--- src/hw/decodePkg.sv ---
// Opcodes, field types, select enums and the control word shared by the decoder RTL and testbench
`default_nettype none

package decodePkg;

    localparam int WordSize = 32;
    localparam int ByteEnWidth = 4;

    typedef logic [WordSize-1:0] instrWord;
    typedef logic [6:0] opcodeField;
    typedef logic [2:0] funct3Field;
    typedef logic [6:0] funct7Field;
    typedef logic [ByteEnWidth-1:0] byteEnable;

    // RV32I major opcodes
    localparam opcodeField OpcodeOp = 7'b0110011;
    localparam opcodeField OpcodeOpImm = 7'b0010011;
    localparam opcodeField OpcodeLoad = 7'b0000011;
    localparam opcodeField OpcodeStore = 7'b0100011;
    localparam opcodeField OpcodeLui = 7'b0110111;
    localparam opcodeField OpcodeAuipc = 7'b0010111;
    localparam opcodeField OpcodeJal = 7'b1101111;
    localparam opcodeField OpcodeJalr = 7'b1100111;
    localparam opcodeField OpcodeBranch = 7'b1100011;

    // funct7 patterns for OP and the shift immediates
    localparam funct7Field Funct7Base = 7'b0000000;
    localparam funct7Field Funct7Alt = 7'b0100000;

    typedef enum logic [1:0] {
        PcPlus4, JumpRel, JumpReg, BranchCond
    } pcSrc;

    typedef enum logic [2:0] {
        NoBranch, Beq, Bne, Blt, Bge, Bltu, Bgeu
    } branchCond;

    typedef enum logic [2:0] {
        ImmI, ImmS, ImmB, ImmU, ImmJ, ImmShamt
    } immSrc;

    // Return address literal is prefixed to stay apart from the pcSrc value
    typedef enum logic [1:0] {
        PassNone, LoadImm, PcPlusImm, PassPcPlus4
    } passthroughSrc;

    typedef enum logic {SrcRs2, SrcImm} aluSrcB;

    typedef enum logic [3:0] {
        Add, Sub, Or, And, Xor, Sll, Slt, Sltu, Srl, Sra
    } aluOperation;

    typedef enum logic {ComputeAlu, ComputePass} computeSrc;

    typedef enum logic {ResultCompute, ResultMemory} resultSrc;

    typedef enum logic [2:0] {
        NoTrunc, TruncByte, TruncHalf, TruncWord, TruncByteU, TruncHalfU
    } truncSrc;

    typedef struct packed {
        logic          regWrite;
        logic          memEn;
        logic          memWrite;
        byteEnable     byteEn;
        pcSrc          pcSel;
        branchCond     branchSel;
        immSrc         immSel;
        passthroughSrc passSel;
        aluSrcB        srcBSel;
        aluOperation   aluOp;
        computeSrc     computeSel;
        resultSrc      resultSel;
        truncSrc       truncSel;
    } controlWord;

    // Every enable cleared, every select at its first value
    localparam controlWord ZeroCtrl = '0;

endpackage

`default_nettype wire

--- src/hw/aluOpDecoder.sv ---
// Combinational decoder for OP and OP-IMM instructions, instantiated by the top-level decoder
`timescale 1ns/1ps
`default_nettype none

module aluOpDecoder import decodePkg::*; (
    input  opcodeField opcode,
    input  funct3Field funct3,
    input  funct7Field funct7,
    output logic       hit,
    output controlWord ctrl
);

    logic isOp;
    logic isOpImm;
    logic legal;
    aluOperation op;
    immSrc imm;

    assign isOp = (opcode == OpcodeOp);
    assign isOpImm = (opcode == OpcodeOpImm);
    assign hit = isOp | isOpImm;

    always_comb begin
        legal = 1'b0;
        op = Add;
        imm = ImmI;
        if (isOp) begin
            legal = 1'b1;
            case ({funct7, funct3})
                {Funct7Base, 3'b000}: op = Add;
                {Funct7Alt, 3'b000}: op = Sub;
                {Funct7Base, 3'b001}: op = Sll;
                {Funct7Base, 3'b010}: op = Slt;
                {Funct7Base, 3'b011}: op = Sltu;
                {Funct7Base, 3'b100}: op = Xor;
                {Funct7Base, 3'b101}: op = Srl;
                {Funct7Alt, 3'b101}: op = Sra;
                {Funct7Base, 3'b110}: op = Or;
                {Funct7Base, 3'b111}: op = And;
                default: legal = 1'b0;
            endcase
        end else if (isOpImm) begin
            legal = 1'b1;
            case (funct3)
                3'b000: op = Add;
                3'b010: op = Slt;
                3'b011: op = Sltu;
                3'b100: op = Xor;
                3'b110: op = Or;
                3'b111: op = And;
                // Shamt sits in rs2 slot, upper bits must match the shift pattern
                3'b001: begin
                    imm = ImmShamt;
                    op = Sll;
                    legal = (funct7 == Funct7Base);
                end
                3'b101: begin
                    imm = ImmShamt;
                    if (funct7 == Funct7Alt) begin
                        op = Sra;
                    end else if (funct7 == Funct7Base) begin
                        op = Srl;
                    end else begin
                        legal = 1'b0;
                    end
                end
            endcase
        end
    end

    always_comb begin
        ctrl = ZeroCtrl;
        if (legal) begin
            ctrl.regWrite = 1'b1;
            ctrl.pcSel = PcPlus4;
            ctrl.immSel = imm;
            ctrl.srcBSel = isOpImm ? SrcImm : SrcRs2;
            ctrl.aluOp = op;
            ctrl.computeSel = ComputeAlu;
            ctrl.resultSel = ResultCompute;
        end
    end

endmodule

`default_nettype wire

--- src/hw/memOpDecoder.sv ---
// Combinational decoder for LOAD and STORE instructions, instantiated by the top-level decoder
`timescale 1ns/1ps
`default_nettype none

module memOpDecoder import decodePkg::*; (
    input  opcodeField opcode,
    input  funct3Field funct3,
    output logic       hit,
    output controlWord ctrl
);

    logic isLoad;
    logic isStore;

    assign isLoad = (opcode == OpcodeLoad);
    assign isStore = (opcode == OpcodeStore);
    assign hit = isLoad | isStore;

    always_comb begin
        ctrl = ZeroCtrl;
        // Address is rs1 plus offset for both
        ctrl.srcBSel = SrcImm;
        ctrl.aluOp = Add;
        ctrl.computeSel = ComputeAlu;
        if (isLoad) begin
            ctrl.regWrite = 1'b1;
            ctrl.memEn = 1'b1;
            ctrl.immSel = ImmI;
            ctrl.resultSel = ResultMemory;
            case (funct3)
                3'b000: ctrl.truncSel = TruncByte;
                3'b001: ctrl.truncSel = TruncHalf;
                3'b010: ctrl.truncSel = TruncWord;
                3'b100: ctrl.truncSel = TruncByteU;
                3'b101: ctrl.truncSel = TruncHalfU;
                default: ctrl = ZeroCtrl;
            endcase
        end else if (isStore) begin
            ctrl.memEn = 1'b1;
            ctrl.memWrite = 1'b1;
            ctrl.immSel = ImmS;
            case (funct3)
                3'b000: ctrl.byteEn = 4'b0001;
                3'b001: ctrl.byteEn = 4'b0011;
                3'b010: ctrl.byteEn = 4'b1111;
                default: ctrl = ZeroCtrl;
            endcase
        end else begin
            ctrl = ZeroCtrl;
        end
    end

endmodule

`default_nettype wire

--- src/hw/flowOpDecoder.sv ---
// Combinational decoder for branches, JAL, JALR, LUI and AUIPC, instantiated by the top-level decoder
`timescale 1ns/1ps
`default_nettype none

module flowOpDecoder import decodePkg::*; (
    input  opcodeField opcode,
    input  funct3Field funct3,
    output logic       hit,
    output controlWord ctrl
);

    always_comb begin
        hit = 1'b1;
        ctrl = ZeroCtrl;
        case (opcode)
            OpcodeBranch: begin
                // Comparison runs through the ALU, target is pc plus offset
                ctrl.pcSel = BranchCond;
                ctrl.immSel = ImmB;
                ctrl.srcBSel = SrcRs2;
                ctrl.aluOp = Sub;
                case (funct3)
                    3'b000: ctrl.branchSel = Beq;
                    3'b001: ctrl.branchSel = Bne;
                    3'b100: ctrl.branchSel = Blt;
                    3'b101: ctrl.branchSel = Bge;
                    3'b110: ctrl.branchSel = Bltu;
                    3'b111: ctrl.branchSel = Bgeu;
                    default: ctrl = ZeroCtrl;
                endcase
            end
            OpcodeJal: begin
                ctrl.regWrite = 1'b1;
                ctrl.pcSel = JumpRel;
                ctrl.immSel = ImmJ;
                ctrl.passSel = PassPcPlus4;
                ctrl.computeSel = ComputePass;
            end
            OpcodeJalr: begin
                // Target is rs1 plus immediate
                ctrl.regWrite = 1'b1;
                ctrl.pcSel = JumpReg;
                ctrl.immSel = ImmI;
                ctrl.srcBSel = SrcImm;
                ctrl.passSel = PassPcPlus4;
                ctrl.computeSel = ComputePass;
            end
            OpcodeLui: begin
                ctrl.regWrite = 1'b1;
                ctrl.immSel = ImmU;
                ctrl.passSel = LoadImm;
                ctrl.computeSel = ComputePass;
            end
            OpcodeAuipc: begin
                ctrl.regWrite = 1'b1;
                ctrl.immSel = ImmU;
                ctrl.passSel = PcPlusImm;
                ctrl.computeSel = ComputePass;
            end
            default: begin
                hit = 1'b0;
            end
        endcase
    end

endmodule

`default_nettype wire

--- src/hw/instrDecode.sv ---
// Top-level RV32I decoder giving one registered control word per instruction strobe
`timescale 1ns/1ps
`default_nettype none

module instrDecode import decodePkg::*; (
    input  logic       clk,
    input  logic       reset,
    input  logic       instrValid,
    input  instrWord   instr,
    output logic       ctrlValid,
    output controlWord ctrl
);

    opcodeField opcode;
    funct3Field funct3;
    funct7Field funct7;

    logic aluHit;
    logic memHit;
    logic flowHit;
    controlWord aluCtrl;
    controlWord memCtrl;
    controlWord flowCtrl;
    controlWord nextCtrl;

    assign opcode = instr[6:0];
    assign funct3 = instr[14:12];
    assign funct7 = instr[31:25];

    aluOpDecoder aluDecoder (
        .opcode(opcode),
        .funct3(funct3),
        .funct7(funct7),
        .hit(aluHit),
        .ctrl(aluCtrl)
    );

    memOpDecoder memDecoder (
        .opcode(opcode),
        .funct3(funct3),
        .hit(memHit),
        .ctrl(memCtrl)
    );

    flowOpDecoder flowDecoder (
        .opcode(opcode),
        .funct3(funct3),
        .hit(flowHit),
        .ctrl(flowCtrl)
    );

    // Opcodes are disjoint so at most one decoder hits
    always_comb begin
        if (aluHit) begin
            nextCtrl = aluCtrl;
        end else if (memHit) begin
            nextCtrl = memCtrl;
        end else if (flowHit) begin
            nextCtrl = flowCtrl;
        end else begin
            nextCtrl = ZeroCtrl;
        end
    end

    always_ff @(posedge clk) begin
        if (reset) begin
            ctrlValid <= 1'b0;
            ctrl <= ZeroCtrl;
        end else begin
            ctrlValid <= instrValid;
            // Held until the next strobe
            if (instrValid) begin
                ctrl <= nextCtrl;
            end
        end
    end

endmodule

`default_nettype wire

--- config.mk ---
export PLATFORM = sky130hd
export DESIGN_NAME = instrDecode
export DESIGN_NICKNAME = d
export VERILOG_FILES = /design/src/hw/decodePkg.sv /design/src/hw/aluOpDecoder.sv /design/src/hw/memOpDecoder.sv /design/src/hw/flowOpDecoder.sv /design/src/hw/instrDecode.sv
export SDC_FILE = /design/constraint.sdc
export NUM_CORES = 1
export LEC_CHECK = 0
export BUFFER_PORTS_ARGS = -buffer_cell sky130_fd_sc_hd__buf_2
export CAP_MARGIN = 30
export CORE_MARGIN = 8
export CORE_UTILIZATION = 40
export CTS_CLUSTER_DIAMETER = 60
export DETAILED_ROUTE_END_ITERATION = 8
export GPL_TIMING_DRIVEN = 1
export PLACE_DENSITY_LB_ADDON = 0.15
export SYNTH_ARGS = -nofsm -noshare
export SYNTH_HDL_FRONTEND = slang
export SYNTH_HIERARCHICAL = 1
export SYNTH_SLANG_ARGS = --single-unit
export TNS_END_PERCENT = 1
--- constraint.sdc ---
create_clock -name clk -period 2.23 [get_ports clk]
set_clock_uncertainty 0.2 [all_clocks]
set_input_delay 0.3345 -clock clk [delete_from_list [all_inputs] [get_ports clk]]
set_output_delay 0.3345 -clock clk [all_outputs]
set_load 0.05 [all_outputs]
==> results of run 1 <==
## worst max-delay path, cell delays in order
cell      delay (ps)
buf_2            110
nand2_1           90
or3_1            380
o21ai_0          280
nor2b_2          240
buf_4            220
a221oi_2          90
o32ai_2          250
## area by class of cell
class | count | area (um^2) | area share, %
Inverter | 10 | 37.5 | 1.19
Timing Repair Buffer | 83 | 531 | 16.8
Multi-Input combinational cell | 236 | 1860 | 58.8
Tap cell | 96 | 120 | 3.80
Sequential cell | 28 | 561 | 17.7
Clock buffer | 4 | 55.1 | 1.74
## through the flow
step | hold WS (ps) | instances | area (um^2) | TNS (ps) | power, W
2_1_floorplan | 351 | 350 | 3010 | 0 | 0.000727
3_3_place_gp | 276 | 453 | 3110 | -1020 | 0.000752
3_5_place_dp | 277 | 453 | 3110 | -684 | 0.000753
4_1_cts | 300 | 457 | 3160 | 0 | 0.00110
5_1_grt | 315 | 457 | 3160 | 0 | 0.00114
6_report | 294 | 457 | 3160 | 0 | 0.00108
## flip-flops by register name (all words and copies together), names as in the netlist
| register | cells |
|---|---|
| ctrl | 27 |
| ctrlValid | 1 |
## routing by layer
metal / vias up / part of all wire, % / global-route usage (%)
met5: - / 0 / 0
met4: 0 / 0.83 / 3.37
li1: 1144 / - / -
met2: 32 / 48 / 23.8
met1: 1053 / 47 / 17.3
met3: 4 / 4.0 / 2.42
## how the worst max path moves through the flow
stage / from / endpoint / depth (start not counted)
detailed placement: instr[1] / ctrl[17]$_SDFFE_PP0P_ / 8
global route: instr[1] / ctrl[4]$_SDFFE_PP0P_ / 8
floorplan: instr[1] / ctrl[12]$_SDFFE_PP0P_ / 8
CTS: instr[1] / ctrl[17]$_SDFFE_PP0P_ / 8
finish: instr[1] / ctrl[17]$_SDFFE_PP0P_ / 8
global placement: instr[1] / ctrl[17]$_SDFFE_PP0P_ / 8
## report_power, final
| group | switching, W | internal, W | total (W) |
|---|---|---|---|
| registers | 0.00000216 | 0.000505 | 0.000507 |
| logic | 0.000147 | 0.0000888 | 0.000235 |
| clock network | 0.000176 | 0.000158 | 0.000334 |
| total | 0.000325 | 0.000753 | 0.00108 |
## placed cells by master (no fill, tap or decap), types with 2 or more instances in the layout
cell      instances
dfxtp_1          28
nor3b_1           2
or4_4             2
a211oi_1          4
or3_1             2
nand3b_1          2
nor4_1            3
xor2_1            2
nor3_2            2
buf_12            2
o21ai_0           8
nor3_1            3
buf_4            34
o32ai_1           5
o32ai_2          20
a21oi_1           3
a221oi_2         20
nor2b_1          28
a211oi_2          2
nand2_1          10
clkbuf_8          4
conb_1           46
or4_1             2
a221oi_1          6
inv_1             9
xnor2_1           2
buf_2            47
nor2_1            9
nand2b_1         27
## cell families after synthesis
group | synth area share [%]
AOI/OAI and AO/OA | 33.6
xor gates and xnor gates | 1.23
buffers and inverters | 20.9
DFF | 19.7
muxes | 0.351
other | 0.395
and+or+nand+nor | 23.8
==> flow_summary.toml, run 1 <==
[route]
drt_wl_total_um = 6640
drc = 0
num_vias = 2233
drt_iter0_drc = 66
vias_per_cell = 4.89
wl_per_cell_um = 14.5
firstDrtPassIters = 4
ant_nets = 0

[finish]
layout-drive-gt1-share_pct = 39.9
antenna_cells = 0
fillers = 715
num-nets-final = 397
area_delta_synth_final_pct = 11.0
postLayoutCoreUtil_pct = 46.3

[clock_tree]
htreeDepth = 1
clk_pin_slew_ps = 110
cts_buffer_depth = 2
clock_latency_ps = 280
cts-root-buf = "clkbuf_8"
ctsResizeCount = 0
postCtsSetupBuffers = 0
cts_tree = "yes"
cts.sinks = 28
numCtsBuffers = 3
ctsHoldBuffers = 0

[floorplanning]
design.die.area_mm2 = 0.0101
ioPinCount = 63
rows = 30
coreArea_mm2 = 0.00683
start_util_pct = 41.7
die_height_um = 100
die_x_um = 100

[power]
leakage_nw = 1.29
ir_worst_vdd_mv = 0.262
p_per_area_mw_per_mm2 = 341

[place]
place.gp.congestion = 0.854
place_ws_ps = -70.2
port_buffers = 47
dpl.hpwl_um = 5050

[yosys]
synthFlopType = "dfxtp_1"
synth_top_area_share_pct = 19.7
synth.most_common_cell = "buf_4"
synth_edf_count = 0
synth.top_cells.by_count = "buf_4, dfxtp_1, nor2b_1, nand2b_1"
synth_seq_cells = 28
synthArstFlopShare_pct = 0
synthCells = 307
syn_area_per_cell_um2 = 9.28
synthTopCellsByArea = "dfxtp_1, buf_4, o32ai_2"
synthDistinctLibCells = 55
yosysWarningCount = 6
seq_area_frac_synth_pct = 19.7
synth.cell_area_mm2 = 0.00285
synth_top_area_cell = "dfxtp_1"

[sta]
period_needed_ps = 1990
worst_slack_ps = 240
max_freq_mhz = 502
fin_crit_sh_pct = 89.2
rsz0062_at_grt = "no"
hold_violations = 0
setup_viol = 0
slew_viol_final = 0

[hold_path]
worstHoldPathCells = 2
hold_class = "reg -> reg"
worstHoldStart = "ctrl[20]$_SDFFE_PP0P_"
hold_path_end = "ctrl[20]$_SDFFE_PP0P_"

[critical_path]
cp.arrival_ps = 1990
crit_fanout = 10
worstReg2RegEnd = "ctrl[25]$_SDFFE_PP0P_"
r2r_cells = 2
start_kind = "input pin"
r2r_start = "ctrl[25]$_SDFFE_PP0P_"
worst-setup-path-type = "in -> reg"
critPathCaptureType = "register"
r2r_slack_ps = 1270
required_ps = 2230

[flow_run]
maxCapViolations = 0

[global_route]
grt_pass1_vias = 2310
grt.overflow.total = 0
grt_pass1_wl_um = 11300
grt_use_total_pct = 13.8
antenna_found_initial = 0
grt_max_degree = 28

[outcome]
status = "finished, final reports clean"
(Power assumes the default switching activity.)
==> run 2: changes to the inputs <==
--- a/config.mk
+++ b/config.mk
@@ -12,7 +12,7 @@
 export CTS_CLUSTER_DIAMETER = 60
 export DETAILED_ROUTE_END_ITERATION = 8
 export GPL_TIMING_DRIVEN = 1
-export PLACE_DENSITY_LB_ADDON = 0.15
+export PLACE_DENSITY = 0.73
 export SYNTH_ARGS = -nofsm -noshare
 export SYNTH_HDL_FRONTEND = slang
 export SYNTH_HIERARCHICAL = 1
==> flow_summary.toml, run 2 (synthesis results as in run 1) <==
[outcome]
status = "finished, final reports clean"

[floorplanning]
die_height_um = 100
die_x_um = 100
start_util_pct = 41.7
coreArea_mm2 = 0.00683
ioPinCount = 63
rows = 30
design.die.area_mm2 = 0.0101

[critical_path]
cp.arrival_ps = 2020
worst-setup-path-type = "in -> reg"
endpoint = "ctrl[9]$_SDFFE_PP0P_"
r2r_cells = 2
start_kind = "input pin"
crit_start = "instr[1]"
r2r_start = "ctrl[25]$_SDFFE_PP0P_"
critPathCaptureType = "register"
r2r_slack_ps = 1270
crit_fanout = 9
worstReg2RegEnd = "ctrl[25]$_SDFFE_PP0P_"
required_ps = 2230

[route]
drc = 0
ant_nets = 0
firstDrtPassIters = 4
wl_per_cell_um = 14.6
num_vias = 2213
drt_wl_total_um = 6590
vias_per_cell = 4.91
drt_iter0_drc = 115

[place]
place_ws_ps = -58.0
dpl.hpwl_um = 5040
placed_area_mm2 = 0.00307
place.gp.congestion = 0.904
port_buffers = 47
dp.cells = 448

[finish]
num-nets-final = 392
regArea_um2 = 561
antenna_cells = 0
final_cell_mix = "buf_2, conb_1, buf_4"
layout-drive-gt1-share_pct = 38.9
fillers = 690
largest_reg_flops = 27
regMostFlops = "ctrl"
final_area_mm2 = 0.00311
final_common_cell = "buf_2"
area_delta_synth_final_pct = 9.18
instances_no_fill = 451
reg.largest.list = "ctrl x27, ctrlValid x1"
multi_input_area_mm2 = 0.00186

[global_route]
antenna_found_initial = 0
grt_use_total_pct = 13.4
grt_pass1_wl_um = 11200
grt_max_degree = 28
grt.overflow.total = 0
grt_pass1_vias = 2292

[clock_tree]
cts_buffer_depth = 2
cts.sinks = 28
ctsHoldBuffers = 0
postCtsSetupBuffers = 0
clk_pin_slew_ps = 100
cts_tree = "yes"
htreeDepth = 1
ctsResizeCount = 0
cts-root-buf = "clkbuf_8"
clock_latency_ps = 280
numCtsBuffers = 3

[sta]
fin_crit_sh_pct = 90.7
worst_pin_slew_ps = 505
period_needed_ps = 2020
worst_slack_ps = 208
slew_headroom_pct = 66.3
finalSetupTns_ps = 0
setup_viol = 0
rsz0062_at_grt = "no"
max_freq_mhz = 495
slew_viol_final = 0
hold_violations = 0

[flow_run]
maxCapViolations = 0

[power]
ir_worst_vdd_mv = 0.221
leakage_nw = 1.26
p_per_area_mw_per_mm2 = 329

[hold_path]
hold_class = "reg -> reg"
## run 2: how the worst min path moves through the flow
stage / from / end / depth (start not counted)
floorplan: reset / ctrl[3]$_SDFFE_PP0P_ / 2
finish: ctrl[22]$_SDFFE_PP0P_ / ctrl[22]$_SDFFE_PP0P_ / 2
detailed placement: ctrl[21]$_SDFFE_PP0P_ / ctrl[21]$_SDFFE_PP0P_ / 2
global route: ctrl[20]$_SDFFE_PP0P_ / ctrl[20]$_SDFFE_PP0P_ / 2
CTS: ctrl[20]$_SDFFE_PP0P_ / ctrl[20]$_SDFFE_PP0P_ / 2
global placement: ctrl[20]$_SDFFE_PP0P_ / ctrl[20]$_SDFFE_PP0P_ / 2
## run 2: area by class of cell
type                            count  share of cell area (%)
Sequential cell                    28                    18.0
Multi-Input combinational cell    236                    59.7
Tap cell                           96                    3.86
Inverter                           10                    1.21
Clock buffer                        3                    1.33
Timing Repair Buffer               78                    15.8
## run 2: through the flow
stage / total power [W] / hold slack (ps) / util [%]
2_1_floorplan: 0.000727 / 351 / -
3_3_place_gp: 0.000741 / 273 / 44.9
3_5_place_dp: 0.000746 / 278 / 44.9
4_1_cts: 0.00103 / 300 / 45.5
5_1_grt: 0.00107 / 315 / 45.5
6_report: 0.00102 / 301 / 45.5
## run 2: critical path: stages
cell and delay, ps:
buf_2 100, nand2_1 90, or3_1 370, o21ai_0 270
nor2b_2 260, buf_4 220, a221oi_2 90, o32ai_2 270
## run 2: where the power goes
group / leakage, nW / internal (W) / switching (W)
Clock: 0.0216 / 0.000122 / 0.000166
Sequential: 0.226 / 0.000505 / 0.00000225
Combinational: 1.01 / 0.0000846 / 0.000144
Total: 1.26 / 0.000712 / 0.000312
## run 2: metal layers
metal	vias up	track usage, %	wire (um)
met5	-	0	0
li1	1131	-	-
met2	37	22.7	3130
met4	0	4.07	102
met3	7	3.25	317
met1	1038	16.4	3040
